## config.mk

```make
export PLATFORM = sky130hd
export DESIGN_NAME = exchange_unit
export DESIGN_NICKNAME = d
export VERILOG_FILES = /design/src/replica_pkg.sv /design/src/exchange_unit.sv /design/src/accept_judge.sv /design/src/rng_lfsr.sv /design/src/exp_seq.sv /design/src/exp.sv
export SDC_FILE = /design/constraint.sdc
export NUM_CORES = 2
export LEC_CHECK = 0
export ABC_AREA = 1
export BUFFER_PORTS_ARGS = -buffer_cell sky130_fd_sc_hd__buf_2
export CORE_MARGIN = 2
export CORE_UTILIZATION = 32
export DETAILED_ROUTE_END_ITERATION = 10
export GPL_ROUTABILITY_DRIVEN = 1
export SLEW_MARGIN = 20
export SYNTH_ARGS = -nofsm -noshare
export SYNTH_HDL_FRONTEND = slang
export SYNTH_SLANG_ARGS = --single-unit
```

## constraint.sdc

```tcl
create_clock -name clk -period 13 [get_ports clk]
set_input_delay 1.95 -clock clk [delete_from_list [all_inputs] [get_ports clk]]
set_output_delay 1.95 -clock clk [all_outputs]
set_load 0.01 [all_outputs]
```

## src/replica_pkg.sv

```systemverilog
`default_nettype none

package replica_pkg;

    // ~~~~~~~~~~~~~~~~~~~~~~~~~~~~~~~~~~~~~~~~~~~~~~~~~~~~~~~~~~~~
    // replica addressing
    // ~~~~~~~~~~~~~~~~~~~~~~~~~~~~~~~~~~~~~~~~~~~~~~~~~~~~~~~~~~~~
    localparam int base_log = 4;       // 16 replicas in the ladder

    // ~~~~~~~~~~~~~~~~~~~~~~~~~~~~~~~~~~~~~~~~~~~~~~~~~~~~~~~~~~~~
    // fixed point formats
    // ~~~~~~~~~~~~~~~~~~~~~~~~~~~~~~~~~~~~~~~~~~~~~~~~~~~~~~~~~~~~
    localparam int x_w        = 21;    // signed energy term
    localparam int x_frac     = 17;    // x and scaled argument are .17
    localparam int x_limit    = 8;     // scaled argument below -8 clamps to zero

    localparam int y_w        = 27;    // signed exp result
    localparam int y_frac     = 23;    // y is .23, so 1.0 is 2^23

    localparam int recip_w    = 17;    // unsigned 1/k entry
    localparam int recip_frac = 15;    // .15, 1/1 needs the top bit

    localparam int z_frac     = 14;    // per-term factor x/k is .14

    // ~~~~~~~~~~~~~~~~~~~~~~~~~~~~~~~~~~~~~~~~~~~~~~~~~~~~~~~~~~~~
    // series control
    // ~~~~~~~~~~~~~~~~~~~~~~~~~~~~~~~~~~~~~~~~~~~~~~~~~~~~~~~~~~~~
    localparam int n_terms    = 15;    // highest taylor term, runs 1/15 .. 1/1
    localparam int cnt_w      = 4;     // term counter, holds 0 .. n_terms-1

endpackage

`default_nettype wire
```

## src/exchange_unit.sv

```systemverilog
`timescale 1ns/10ps
`default_nettype none

module exchange_unit #(
    parameter int          nbeta     = 1,                  // beta of replica 0
    parameter int          step      = 1,                  // beta step per replica
    parameter logic [31:0] lfsr_seed = 32'h0000_0001       // nonzero LFSR start
) (
    input  wire                                  clk,
    input  wire                                  rst,
    input  wire                                  req,
    input  wire signed [replica_pkg::x_w-1:0]    x,         // .17 energy term
    input  wire        [replica_pkg::base_log-1:0] base_id, // replica index
    output logic                                 ack,
    output logic signed [replica_pkg::y_w-1:0]   y,         // .23 acceptance probability
    output logic                                 accept
);

    logic                                init;              // seq -> exp
    logic                                run;
    logic [replica_pkg::recip_w-1:0]     recip;
    logic                                done;              // seq -> judge
    logic                                decided;           // judge -> seq
    logic                                take;              // judge -> lfsr
    logic signed [replica_pkg::y_w-1:0]  y_exp;             // exp -> judge
    logic [31:0]                         rnd;               // lfsr -> judge

    // ~~~~~~~~~~~~~~~~~~~~~~~~~~~~~~~~~~~~~~~~~~~~~~~~~~~~~~~~~~~~
    // control and evaluation
    // ~~~~~~~~~~~~~~~~~~~~~~~~~~~~~~~~~~~~~~~~~~~~~~~~~~~~~~~~~~~~
    exp_seq u_seq (
        .clk     (clk),
        .rst     (rst),
        .req     (req),
        .ack     (ack),
        .init    (init),
        .run     (run),
        .recip   (recip),
        .done    (done),
        .decided (decided)
    );

    exp #(
        .nbeta (nbeta),
        .step  (step)
    ) u_exp (
        .clk     (clk),
        .base_id (base_id),                                 // sampled on init
        .x       (x),
        .y       (y_exp),
        .init    (init),
        .run     (run),
        .recip   (recip)
    );

    // ~~~~~~~~~~~~~~~~~~~~~~~~~~~~~~~~~~~~~~~~~~~~~~~~~~~~~~~~~~~~
    // decision
    // ~~~~~~~~~~~~~~~~~~~~~~~~~~~~~~~~~~~~~~~~~~~~~~~~~~~~~~~~~~~~
    rng_lfsr #(
        .lfsr_seed (lfsr_seed)
    ) u_rng (
        .clk  (clk),
        .rst  (rst),
        .take (take),
        .rnd  (rnd)
    );

    accept_judge u_judge (
        .clk     (clk),
        .rst     (rst),
        .done    (done),
        .y_in    (y_exp),
        .rnd     (rnd),
        .y       (y),
        .accept  (accept),
        .take    (take),
        .decided (decided)
    );

endmodule

`default_nettype wire

```

## src/accept_judge.sv

```systemverilog
`timescale 1ns/10ps
`default_nettype none

module accept_judge (
    input  wire                                  clk,
    input  wire                                  rst,
    input  wire                                  done,      // exp result is final
    input  wire signed [replica_pkg::y_w-1:0]    y_in,      // .23 from exp
    input  wire        [31:0]                    rnd,       // threshold source
    output logic signed [replica_pkg::y_w-1:0]   y,         // held through the handshake
    output logic                                 accept,
    output logic                                 take,      // advance the LFSR
    output logic                                 decided    // result on outputs
);

    localparam logic signed [replica_pkg::y_w-1:0] one_y =
        replica_pkg::y_w'(1) <<< replica_pkg::y_frac;       // 1.0 in .23

    logic signed [replica_pkg::y_w-1:0] thresh;             // uniform in [0, 1)
    logic                               verdict;

    // ~~~~~~~~~~~~~~~~~~~~~~~~~~~~~~~~~~~~~~~~~~~~~~~~~~~~~~~~~~~~
    // metropolis rule
    // ~~~~~~~~~~~~~~~~~~~~~~~~~~~~~~~~~~~~~~~~~~~~~~~~~~~~~~~~~~~~
    always_comb begin
        thresh  = $signed({{(replica_pkg::y_w - replica_pkg::y_frac){1'b0}},
                           rnd[replica_pkg::y_frac-1:0]});
        // probability at or above one always accepts
        verdict = (y_in >= one_y) || (thresh < y_in);       // y of zero never passes
    end

    always_ff @(posedge clk) begin
        if (done) y <= y_in;                                // held exp result

        if (rst) begin
            accept  <= 1'b0;
            take    <= 1'b0;
            decided <= 1'b0;
        end else begin
            if (done) accept <= verdict;
            take    <= done;                                // once per decision
            decided <= done;
        end
    end

endmodule

`default_nettype wire

```

## src/rng_lfsr.sv

```systemverilog
`timescale 1ns/10ps
`default_nettype none

module rng_lfsr #(
    parameter logic [31:0] lfsr_seed = 32'h0000_0001      // must be nonzero
) (
    input  wire          clk,
    input  wire          rst,
    input  wire          take,                            // one pulse per decision
    output logic [31:0]  rnd                              // current state, used as threshold
);

    // ~~~~~~~~~~~~~~~~~~~~~~~~~~~~~~~~~~~~~~~~~~~~~~~~~~~~~~~~~~~~
    // galois LFSR, shifts right
    // ~~~~~~~~~~~~~~~~~~~~~~~~~~~~~~~~~~~~~~~~~~~~~~~~~~~~~~~~~~~~
    localparam logic [31:0] mask = 32'h8020_0003;         // taps 32 22 2 1

    logic [31:0] nxt;

    always_comb begin
        nxt = rnd >> 1;
        if (rnd[0]) nxt = nxt ^ mask;                     // feedback from lsb
    end

    always_ff @(posedge clk) begin
        if (rst) begin
            rnd <= lfsr_seed;
        end else if (take) begin
            rnd <= nxt;                                   // advance after the compare used rnd
        end
    end

endmodule

`default_nettype wire

```

## src/exp_seq.sv

```systemverilog
`timescale 1ns/10ps
`default_nettype none

module exp_seq (
    input  wire                                 clk,
    input  wire                                 rst,
    input  wire                                 req,      // four phase request
    output logic                                ack,
    output logic                                init,     // one cycle, loads x and beta
    output logic                                run,      // n_terms cycles
    output logic [replica_pkg::recip_w-1:0]     recip,    // 1/k, .15
    output logic                                done,     // y of exp is final
    input  wire                                 decided   // judge has latched its result
);

    localparam logic [replica_pkg::cnt_w-1:0] last_term =
        replica_pkg::cnt_w'(replica_pkg::n_terms - 1);
    localparam logic [replica_pkg::cnt_w-1:0] tail_last =
        replica_pkg::cnt_w'(1);                           // two tail cycles

    // ~~~~~~~~~~~~~~~~~~~~~~~~~~~~~~~~~~~~~~~~~~~~~~~~~~~~~~~~~~~~
    // reciprocal table, entry i holds 1/(n_terms-i)
    // ~~~~~~~~~~~~~~~~~~~~~~~~~~~~~~~~~~~~~~~~~~~~~~~~~~~~~~~~~~~~
    typedef logic [replica_pkg::recip_w-1:0] recip_tab_t [replica_pkg::n_terms];

    function automatic recip_tab_t make_recip_tab();
        recip_tab_t tab;
        for (int i = 0; i < replica_pkg::n_terms; i++) begin
            tab[i] = replica_pkg::recip_w'((1 << replica_pkg::recip_frac) /
                                           (replica_pkg::n_terms - i));
        end
        return tab;
    endfunction

    localparam recip_tab_t recip_tab = make_recip_tab();

    typedef enum logic [2:0] {
        st_idle,                                          // waiting for req
        st_init,                                          // init pulse
        st_run,                                           // stream 1/15 .. 1/1
        st_tail,                                          // exp finishing last term
        st_wait,                                          // judge deciding
        st_ack                                            // holding ack until req drops
    } state_t;

    state_t                          state;
    logic [replica_pkg::cnt_w-1:0]   cnt;                 // term / tail counter

    // ~~~~~~~~~~~~~~~~~~~~~~~~~~~~~~~~~~~~~~~~~~~~~~~~~~~~~~~~~~~~
    // handshake FSM
    // ~~~~~~~~~~~~~~~~~~~~~~~~~~~~~~~~~~~~~~~~~~~~~~~~~~~~~~~~~~~~
    always_ff @(posedge clk) begin
        if (rst) begin
            state <= st_idle;
            cnt   <= '0;
            done  <= 1'b0;
        end else begin
            done <= 1'b0;                                 // pulse by default
            case (state)
                st_idle: begin
                    if (req) state <= st_init;            // only seen while ack is low
                end
                st_init: begin
                    cnt   <= '0;
                    state <= st_run;
                end
                st_run: begin
                    if (cnt == last_term) begin
                        cnt   <= '0;
                        state <= st_tail;
                    end else begin
                        cnt <= cnt + 1'b1;
                    end
                end
                st_tail: begin
                    if (cnt == tail_last) begin
                        cnt   <= '0;
                        done  <= 1'b1;                    // exp registers y on this edge
                        state <= st_wait;
                    end else begin
                        cnt <= cnt + 1'b1;
                    end
                end
                st_wait: begin
                    if (decided) state <= st_ack;
                end
                st_ack: begin
                    if (!req) state <= st_idle;           // ack falls next cycle
                end
                default: state <= st_idle;
            endcase
        end
    end

    assign init  = (state == st_init);
    assign run   = (state == st_run);
    assign ack   = (state == st_ack);
    assign recip = run ? recip_tab[cnt] : '0;             // 0 in the trailing cycle

endmodule

`default_nettype wire

```

## src/exp.sv

```systemverilog
`timescale 1ns/10ps
`default_nettype none

module exp #(
    parameter int nbeta = 1,                                 // beta of replica 0
    parameter int step  = 1                                  // beta increment per replica
) (
    input  wire                                  clk,
    input  wire        [replica_pkg::base_log-1:0] base_id,
    input  wire signed [replica_pkg::x_w-1:0]     x,         // .17
    output logic signed [replica_pkg::y_w-1:0]    y,         // .23, never negative
    input  wire                                  init,
    input  wire                                  run,
    input  wire        [replica_pkg::recip_w-1:0] recip      // .15
);

    localparam int a_w  = replica_pkg::y_w - 2;              // y operand, top bits of y dropped
    localparam int b_w  = replica_pkg::recip_w + 1;          // beta / recip / z operand
    localparam int xx_w = 32;                                // scaled argument before hold
    localparam int p_w  = a_w + b_w;                         // full horner product
    localparam int zr_w = replica_pkg::x_w + replica_pkg::recip_w;
    localparam int z_sh = replica_pkg::x_frac + replica_pkg::recip_frac - replica_pkg::z_frac;

    // 1.0 in the .37 product domain
    localparam logic signed [p_w-1:0] one_p =
        p_w'(1) <<< (replica_pkg::z_frac + replica_pkg::y_frac);

    logic                     init_l;                        // first run cycle marker for yy
    logic                     run_l;                         // trailing iteration after run
    logic signed [a_w-1:0]    a0, a1;                        // multiplier operand pair a
    logic signed [b_w-1:0]    b0, b1;                        // multiplier operand pair b
    logic                     nega;                          // sticky negative / range flag

    logic signed [xx_w-1:0]   xx;                            // x * beta, .17
    logic signed [zr_w-1:0]   zprod;                         // xx * 1/k before scaling
    logic signed [b_w-1:0]    zz;                            // x/k, .14
    logic signed [p_w-1:0]    horner;                        // 1 + y * z, .37
    logic signed [replica_pkg::y_w-1:0] yy;                  // running series value, .23

    // ~~~~~~~~~~~~~~~~~~~~~~~~~~~~~~~~~~~~~~~~~~~~~~~~~~~~~~~~~~~~
    // operand registers
    // ~~~~~~~~~~~~~~~~~~~~~~~~~~~~~~~~~~~~~~~~~~~~~~~~~~~~~~~~~~~~
    always_ff @(posedge clk) begin
        init_l <= init;
        run_l  <= run;

        if (init) begin
            a0   <= x;                                       // sign extended .17
            b0   <= b_w'(nbeta + step * int'(base_id));      // replica beta
            nega <= 1'b0;
        end else if (run || run_l) begin
            a1 <= $signed(yy[a_w-1:0]);                      // feed y back
            b1 <= zz;
            if (!run_l) begin
                // first run cycle, scaled argument is ready on xx
                a0 <= $signed(xx[replica_pkg::x_w-1:0]);     // hold truncated .17
                if (xx < -(replica_pkg::x_limit <<< replica_pkg::x_frac)) begin
                    nega <= 1'b1;                            // argument below -8
                end
            end
            b0 <= {1'b0, recip};                             // next 1/k, 0 on the tail
            if (yy < 0) nega <= 1'b1;                        // series went negative
        end

        if (nega || yy < 0) y <= '0;                         // clamp
        else                y <= yy;
    end

    // ~~~~~~~~~~~~~~~~~~~~~~~~~~~~~~~~~~~~~~~~~~~~~~~~~~~~~~~~~~~~
    // shared multipliers
    // ~~~~~~~~~~~~~~~~~~~~~~~~~~~~~~~~~~~~~~~~~~~~~~~~~~~~~~~~~~~~
    always_comb begin
        xx     = xx_w'(a0 * b0);                             // x * beta on the init product
        zprod  = zr_w'(a0 * b0);                             // xx * recip during run
        zz     = b_w'(zprod >>> z_sh);                       // down to .14
        horner = one_p + p_w'(a1 * b1);
        if (init_l) yy = '0;                                 // series restarts
        else        yy = replica_pkg::y_w'(horner >>> replica_pkg::z_frac);
    end

endmodule

`default_nettype wire

```

==> results.json <==
{
  "arrival_ns": 7.27,
  "unrepaired_setup_endpoints_after_global_routing": "false",
  "end_kind": "flip-flop",
  "width_of_the_chip_microns": 342,
  "grt_remaining_overflow": 0,
  "clk_transition_reported_paths_ns": 0.08,
  "setup.worst_path.class": "flip-flop to flip-flop",
  "h-tree-depth": 4,
  "cts_setup_buffers": 0,
  "layout_cells_sized_above_1_pct": 3.60,
  "max_slew_margin_pct": 22.1,
  "clockBufferDepth": 2,
  "synthesis.instances": 4632,
  "final.setup.worst_slack_ns": 6.08,
  "global_route_wire_length_before_repair_mm": 162,
  "std_cell_rows": 124,
  "num_vias": 27600,
  "final-hold-violation-count": 0,
  "first_pass_iters": 7,
  "cts_tree": "yes",
  "drv_slew": 0,
  "drtIter0Drc": 1863,
  "routed.top_layer": "met5",
  "drtAntennaViolNets": 0,
  "largest_net_degree_at_the_start_of_global_routing": 40,
  "detailedPlace.worstSlack_ns": 6.16,
  "synthesis.area_per_instance_sq_um": 7.89,
  "antenna_cells": 0,
  "dr_wl_met2_mm": 46.1,
  "synth_enable_flop_cells": 107,
  "period_minus_slack_ns": 6.92,
  "cts_sinks": 179,
  "routabilityCongestion": 0.921,
  "placeableCoreArea_sq_um": 114000,
  "layout-area-overhead-vs-synth_pct": 6.49,
  "synth-seq-area-share_pct": 12.7,
  "setup.worst_path.start_class": "flip-flop",
  "wl_met3_mm": 6.19,
  "total_standard_cell_area_after_synthesis_sq_um": 36600,
  "fin_skew_ns": 0.0126,
  "synth_async_sr_flop_share_pct": 0,
  "yosys_most_used_dff": "sky130_fd_sc_hd__edfxtp_1",
  "final-setup-viol-count": 0,
  "fin_setup_tns_ns": 0,
  "floorplan.die_area_sq_um": 117000,
  "synth_cell_type_count": 51,
  "run_status": "complete, no violations",
  "finalNetCount": 5549,
  "synth_seq_cells": 179,
  "wl_mm": 98.0,
  "cts_resized": 0,
  "num_io_pins": 57,
  "stdcell_area_sq_um": 38900,
  "groute.usage.overall_pct": 17.6,
  "routedWlPerCell_microns": 16.1,
  "detail_route.vias_per_cell": 4.55,
  "initial_utilization_pct": 32.1,
  "layout_worst_path_cycle_share_pct": 53.2,
  "synth_nets": 5633,
  "cts_inserted_buffers": 17,
  "yosysWarnings": 0,
  "port_buffers": 56,
  "cp.required_ns": 13.35,
  "drcViolationCount": 0,
  "achievable-frequency_mhz": 145,
  "cts-hold-fix-buffers": 0,
  "clk-insertion-delay-late_ns": 0.48,
  "min_path_type": "flip-flop to flip-flop",
  "worst_pin_slew_ns": 1.17,
  "die_height_microns": 342,
  "cp_max_fo": 26,
  "grt_antenna_before_repair": 1,
  "cap_viol_max_count": 0,
  "place.detailed.hpwl_mm": 79.7,
  "m1WireLength_mm": 43.8,
  "grt_pass1_vias": 29800,
  "place_area_sq_um": 38200,
  "cts_root_buf": "sky130_fd_sc_hd__clkbuf_16"
}
final cells by class:
class / count / area, sq um
Clock buffer: 20 / 468
Clock inverter: 12 / 159
Fill cell: 12000 / 74900
Inverter: 1481 / 5560
Multi-Input combinational cell: 2776 / 25600
Sequential cell: 179 / 4650
Tap cell: 1512 / 1890
Timing Repair Buffer: 93 / 608
placed cells by master (no fill, tap or decap), types with 4 or more instances in the layout:
master / instances
sky130_fd_sc_hd__or2_2: 14
sky130_fd_sc_hd__inv_8: 4
sky130_fd_sc_hd__o21ai_0: 103
sky130_fd_sc_hd__buf_8: 4
sky130_fd_sc_hd__nand3_1: 81
sky130_fd_sc_hd__dfxtp_1: 72
sky130_fd_sc_hd__fa_1: 752
sky130_fd_sc_hd__edfxtp_1: 107
sky130_fd_sc_hd__buf_4: 32
sky130_fd_sc_hd__nand3b_1: 10
sky130_fd_sc_hd__nor2_2: 14
sky130_fd_sc_hd__buf_2: 56
sky130_fd_sc_hd__a21o_1: 5
sky130_fd_sc_hd__nand4_1: 17
sky130_fd_sc_hd__inv_6: 4
sky130_fd_sc_hd__a21oi_1: 86
sky130_fd_sc_hd__xnor2_1: 31
sky130_fd_sc_hd__a31oi_1: 14
sky130_fd_sc_hd__nor4_1: 4
sky130_fd_sc_hd__inv_1: 1477
sky130_fd_sc_hd__clkbuf_16: 18
sky130_fd_sc_hd__xor2_1: 18
sky130_fd_sc_hd__o21bai_1: 9
sky130_fd_sc_hd__nor3_1: 20
sky130_fd_sc_hd__nor2_1: 207
sky130_fd_sc_hd__nand2_1: 1133
sky130_fd_sc_hd__ha_1: 221
metal layers:
| layer | track usage (%) | vias up |
|---|---|---|
| li1 | - | 12900 |
| met1 | 24.1 | 13900 |
| met2 | 29.1 | 792 |
| met3 | 2.67 | 100 |
| met4 | 4.56 | 2 |
| met5 | 0 | - |
registers in the layout, summed over array words and instances (netlist names):
signal,cells
u_exp.run_l,1
u_exp.b0,16
u_exp.a0,21
u_seq.cnt,4
u_judge.accept,1
u_exp.nega,1
u_judge.take,1
u_seq.state,3
u_exp.init_l,1
u_exp.y,27
u_exp.b1,18
u_seq.done,1
u_judge.y,27
u_rng.rnd,32
u_exp.a1,25
per-stage QoR:
step                      hold WS (ns)  util [%]  cells
after CTS                        0.452      34.1   6069
after global placement           0.438      33.6   6036
after detailed placement         0.430      33.6   6037
final                            0.449      34.2   6073
after global routing             0.453      34.2   6073
after floorplan                  0.408         -   4632
final timing paths:
| check | startpoint | to | slack [ns] | cells past startpoint |
|---|---|---|---|---|
| worst min-delay path | u_exp.y[16] | u_judge.y[16] | 0.45 | 0 |
| worst min register to register | u_exp.y[16] | u_judge.y[16] | 0.45 | 0 |
| worst max register to register | u_exp.b1[3] | u_exp.y[13] | 6.08 | 20 |
| worst max-delay path | u_exp.b1[3] | u_exp.y[13] | 6.08 | 20 |
logic make-up (layout without fill, tap and decap cells):
kind of cell | count (synthesis) | after routing | share of synthesized area [%]
fa+ha+maj | 973 | 973 | 48.7
other cells | 1 | 1 | 0.0103
simple gates | 1515 | 1515 | 16.5
xor+xnor | 49 | 49 | 1.17
buf+inv | 1677 | 1606 | 17.3
flops | 179 | 179 | 12.7
compound gates | 238 | 238 | 3.56
synth_stat cells, types with 10 or more instances:
cell                       number  area [sq um]
sky130_fd_sc_hd__inv_1       1477          5540
sky130_fd_sc_hd__nand2_1     1134          4260
sky130_fd_sc_hd__fa_1         752         15100
sky130_fd_sc_hd__ha_1         221          2770
sky130_fd_sc_hd__nor2_1       207           777
sky130_fd_sc_hd__clkbuf_1     175           657
sky130_fd_sc_hd__edfxtp_1     107          3210
sky130_fd_sc_hd__o21ai_0      104           521
sky130_fd_sc_hd__a21oi_1       86           430
sky130_fd_sc_hd__nand3_1       81           405
sky130_fd_sc_hd__dfxtp_1       72          1440
sky130_fd_sc_hd__xnor2_1       31           272
sky130_fd_sc_hd__nor3_1        21           105
sky130_fd_sc_hd__xor2_1        18           158
sky130_fd_sc_hd__nand4_1       17           106
sky130_fd_sc_hd__a31oi_1       14          87.6
sky130_fd_sc_hd__buf_1         14          52.6
sky130_fd_sc_hd__nor2_2        14          87.6
sky130_fd_sc_hd__or2_2         14          87.6
sky130_fd_sc_hd__nand3b_1      10          75.1
critical path: stages (launching register included):
cell and delay, ns:
sky130_fd_sc_hd__edfxtp_1 1.01, sky130_fd_sc_hd__nand2_1 0.23, sky130_fd_sc_hd__inv_1 0.21, sky130_fd_sc_hd__fa_1 0.55, sky130_fd_sc_hd__fa_1 0.79, sky130_fd_sc_hd__fa_1 0.50, sky130_fd_sc_hd__fa_1 0.60, sky130_fd_sc_hd__fa_1 0.44
sky130_fd_sc_hd__fa_1 0.45, sky130_fd_sc_hd__ha_1 0.42, sky130_fd_sc_hd__nand2_1 0.13, sky130_fd_sc_hd__o21ai_0 0.34, sky130_fd_sc_hd__nand2_1 0.09, sky130_fd_sc_hd__nand3b_1 0.14, sky130_fd_sc_hd__a21oi_1 0.05, sky130_fd_sc_hd__nand3_1 0.13
sky130_fd_sc_hd__inv_1 0.05, sky130_fd_sc_hd__nand2_1 0.07, sky130_fd_sc_hd__nand3_2 0.13, sky130_fd_sc_hd__nand2_4 0.34, sky130_fd_sc_hd__nor2_1 0.10
Power is not shown: default switching activity piles up to over one toggle a cycle in this logic, so the estimate is an artifact.
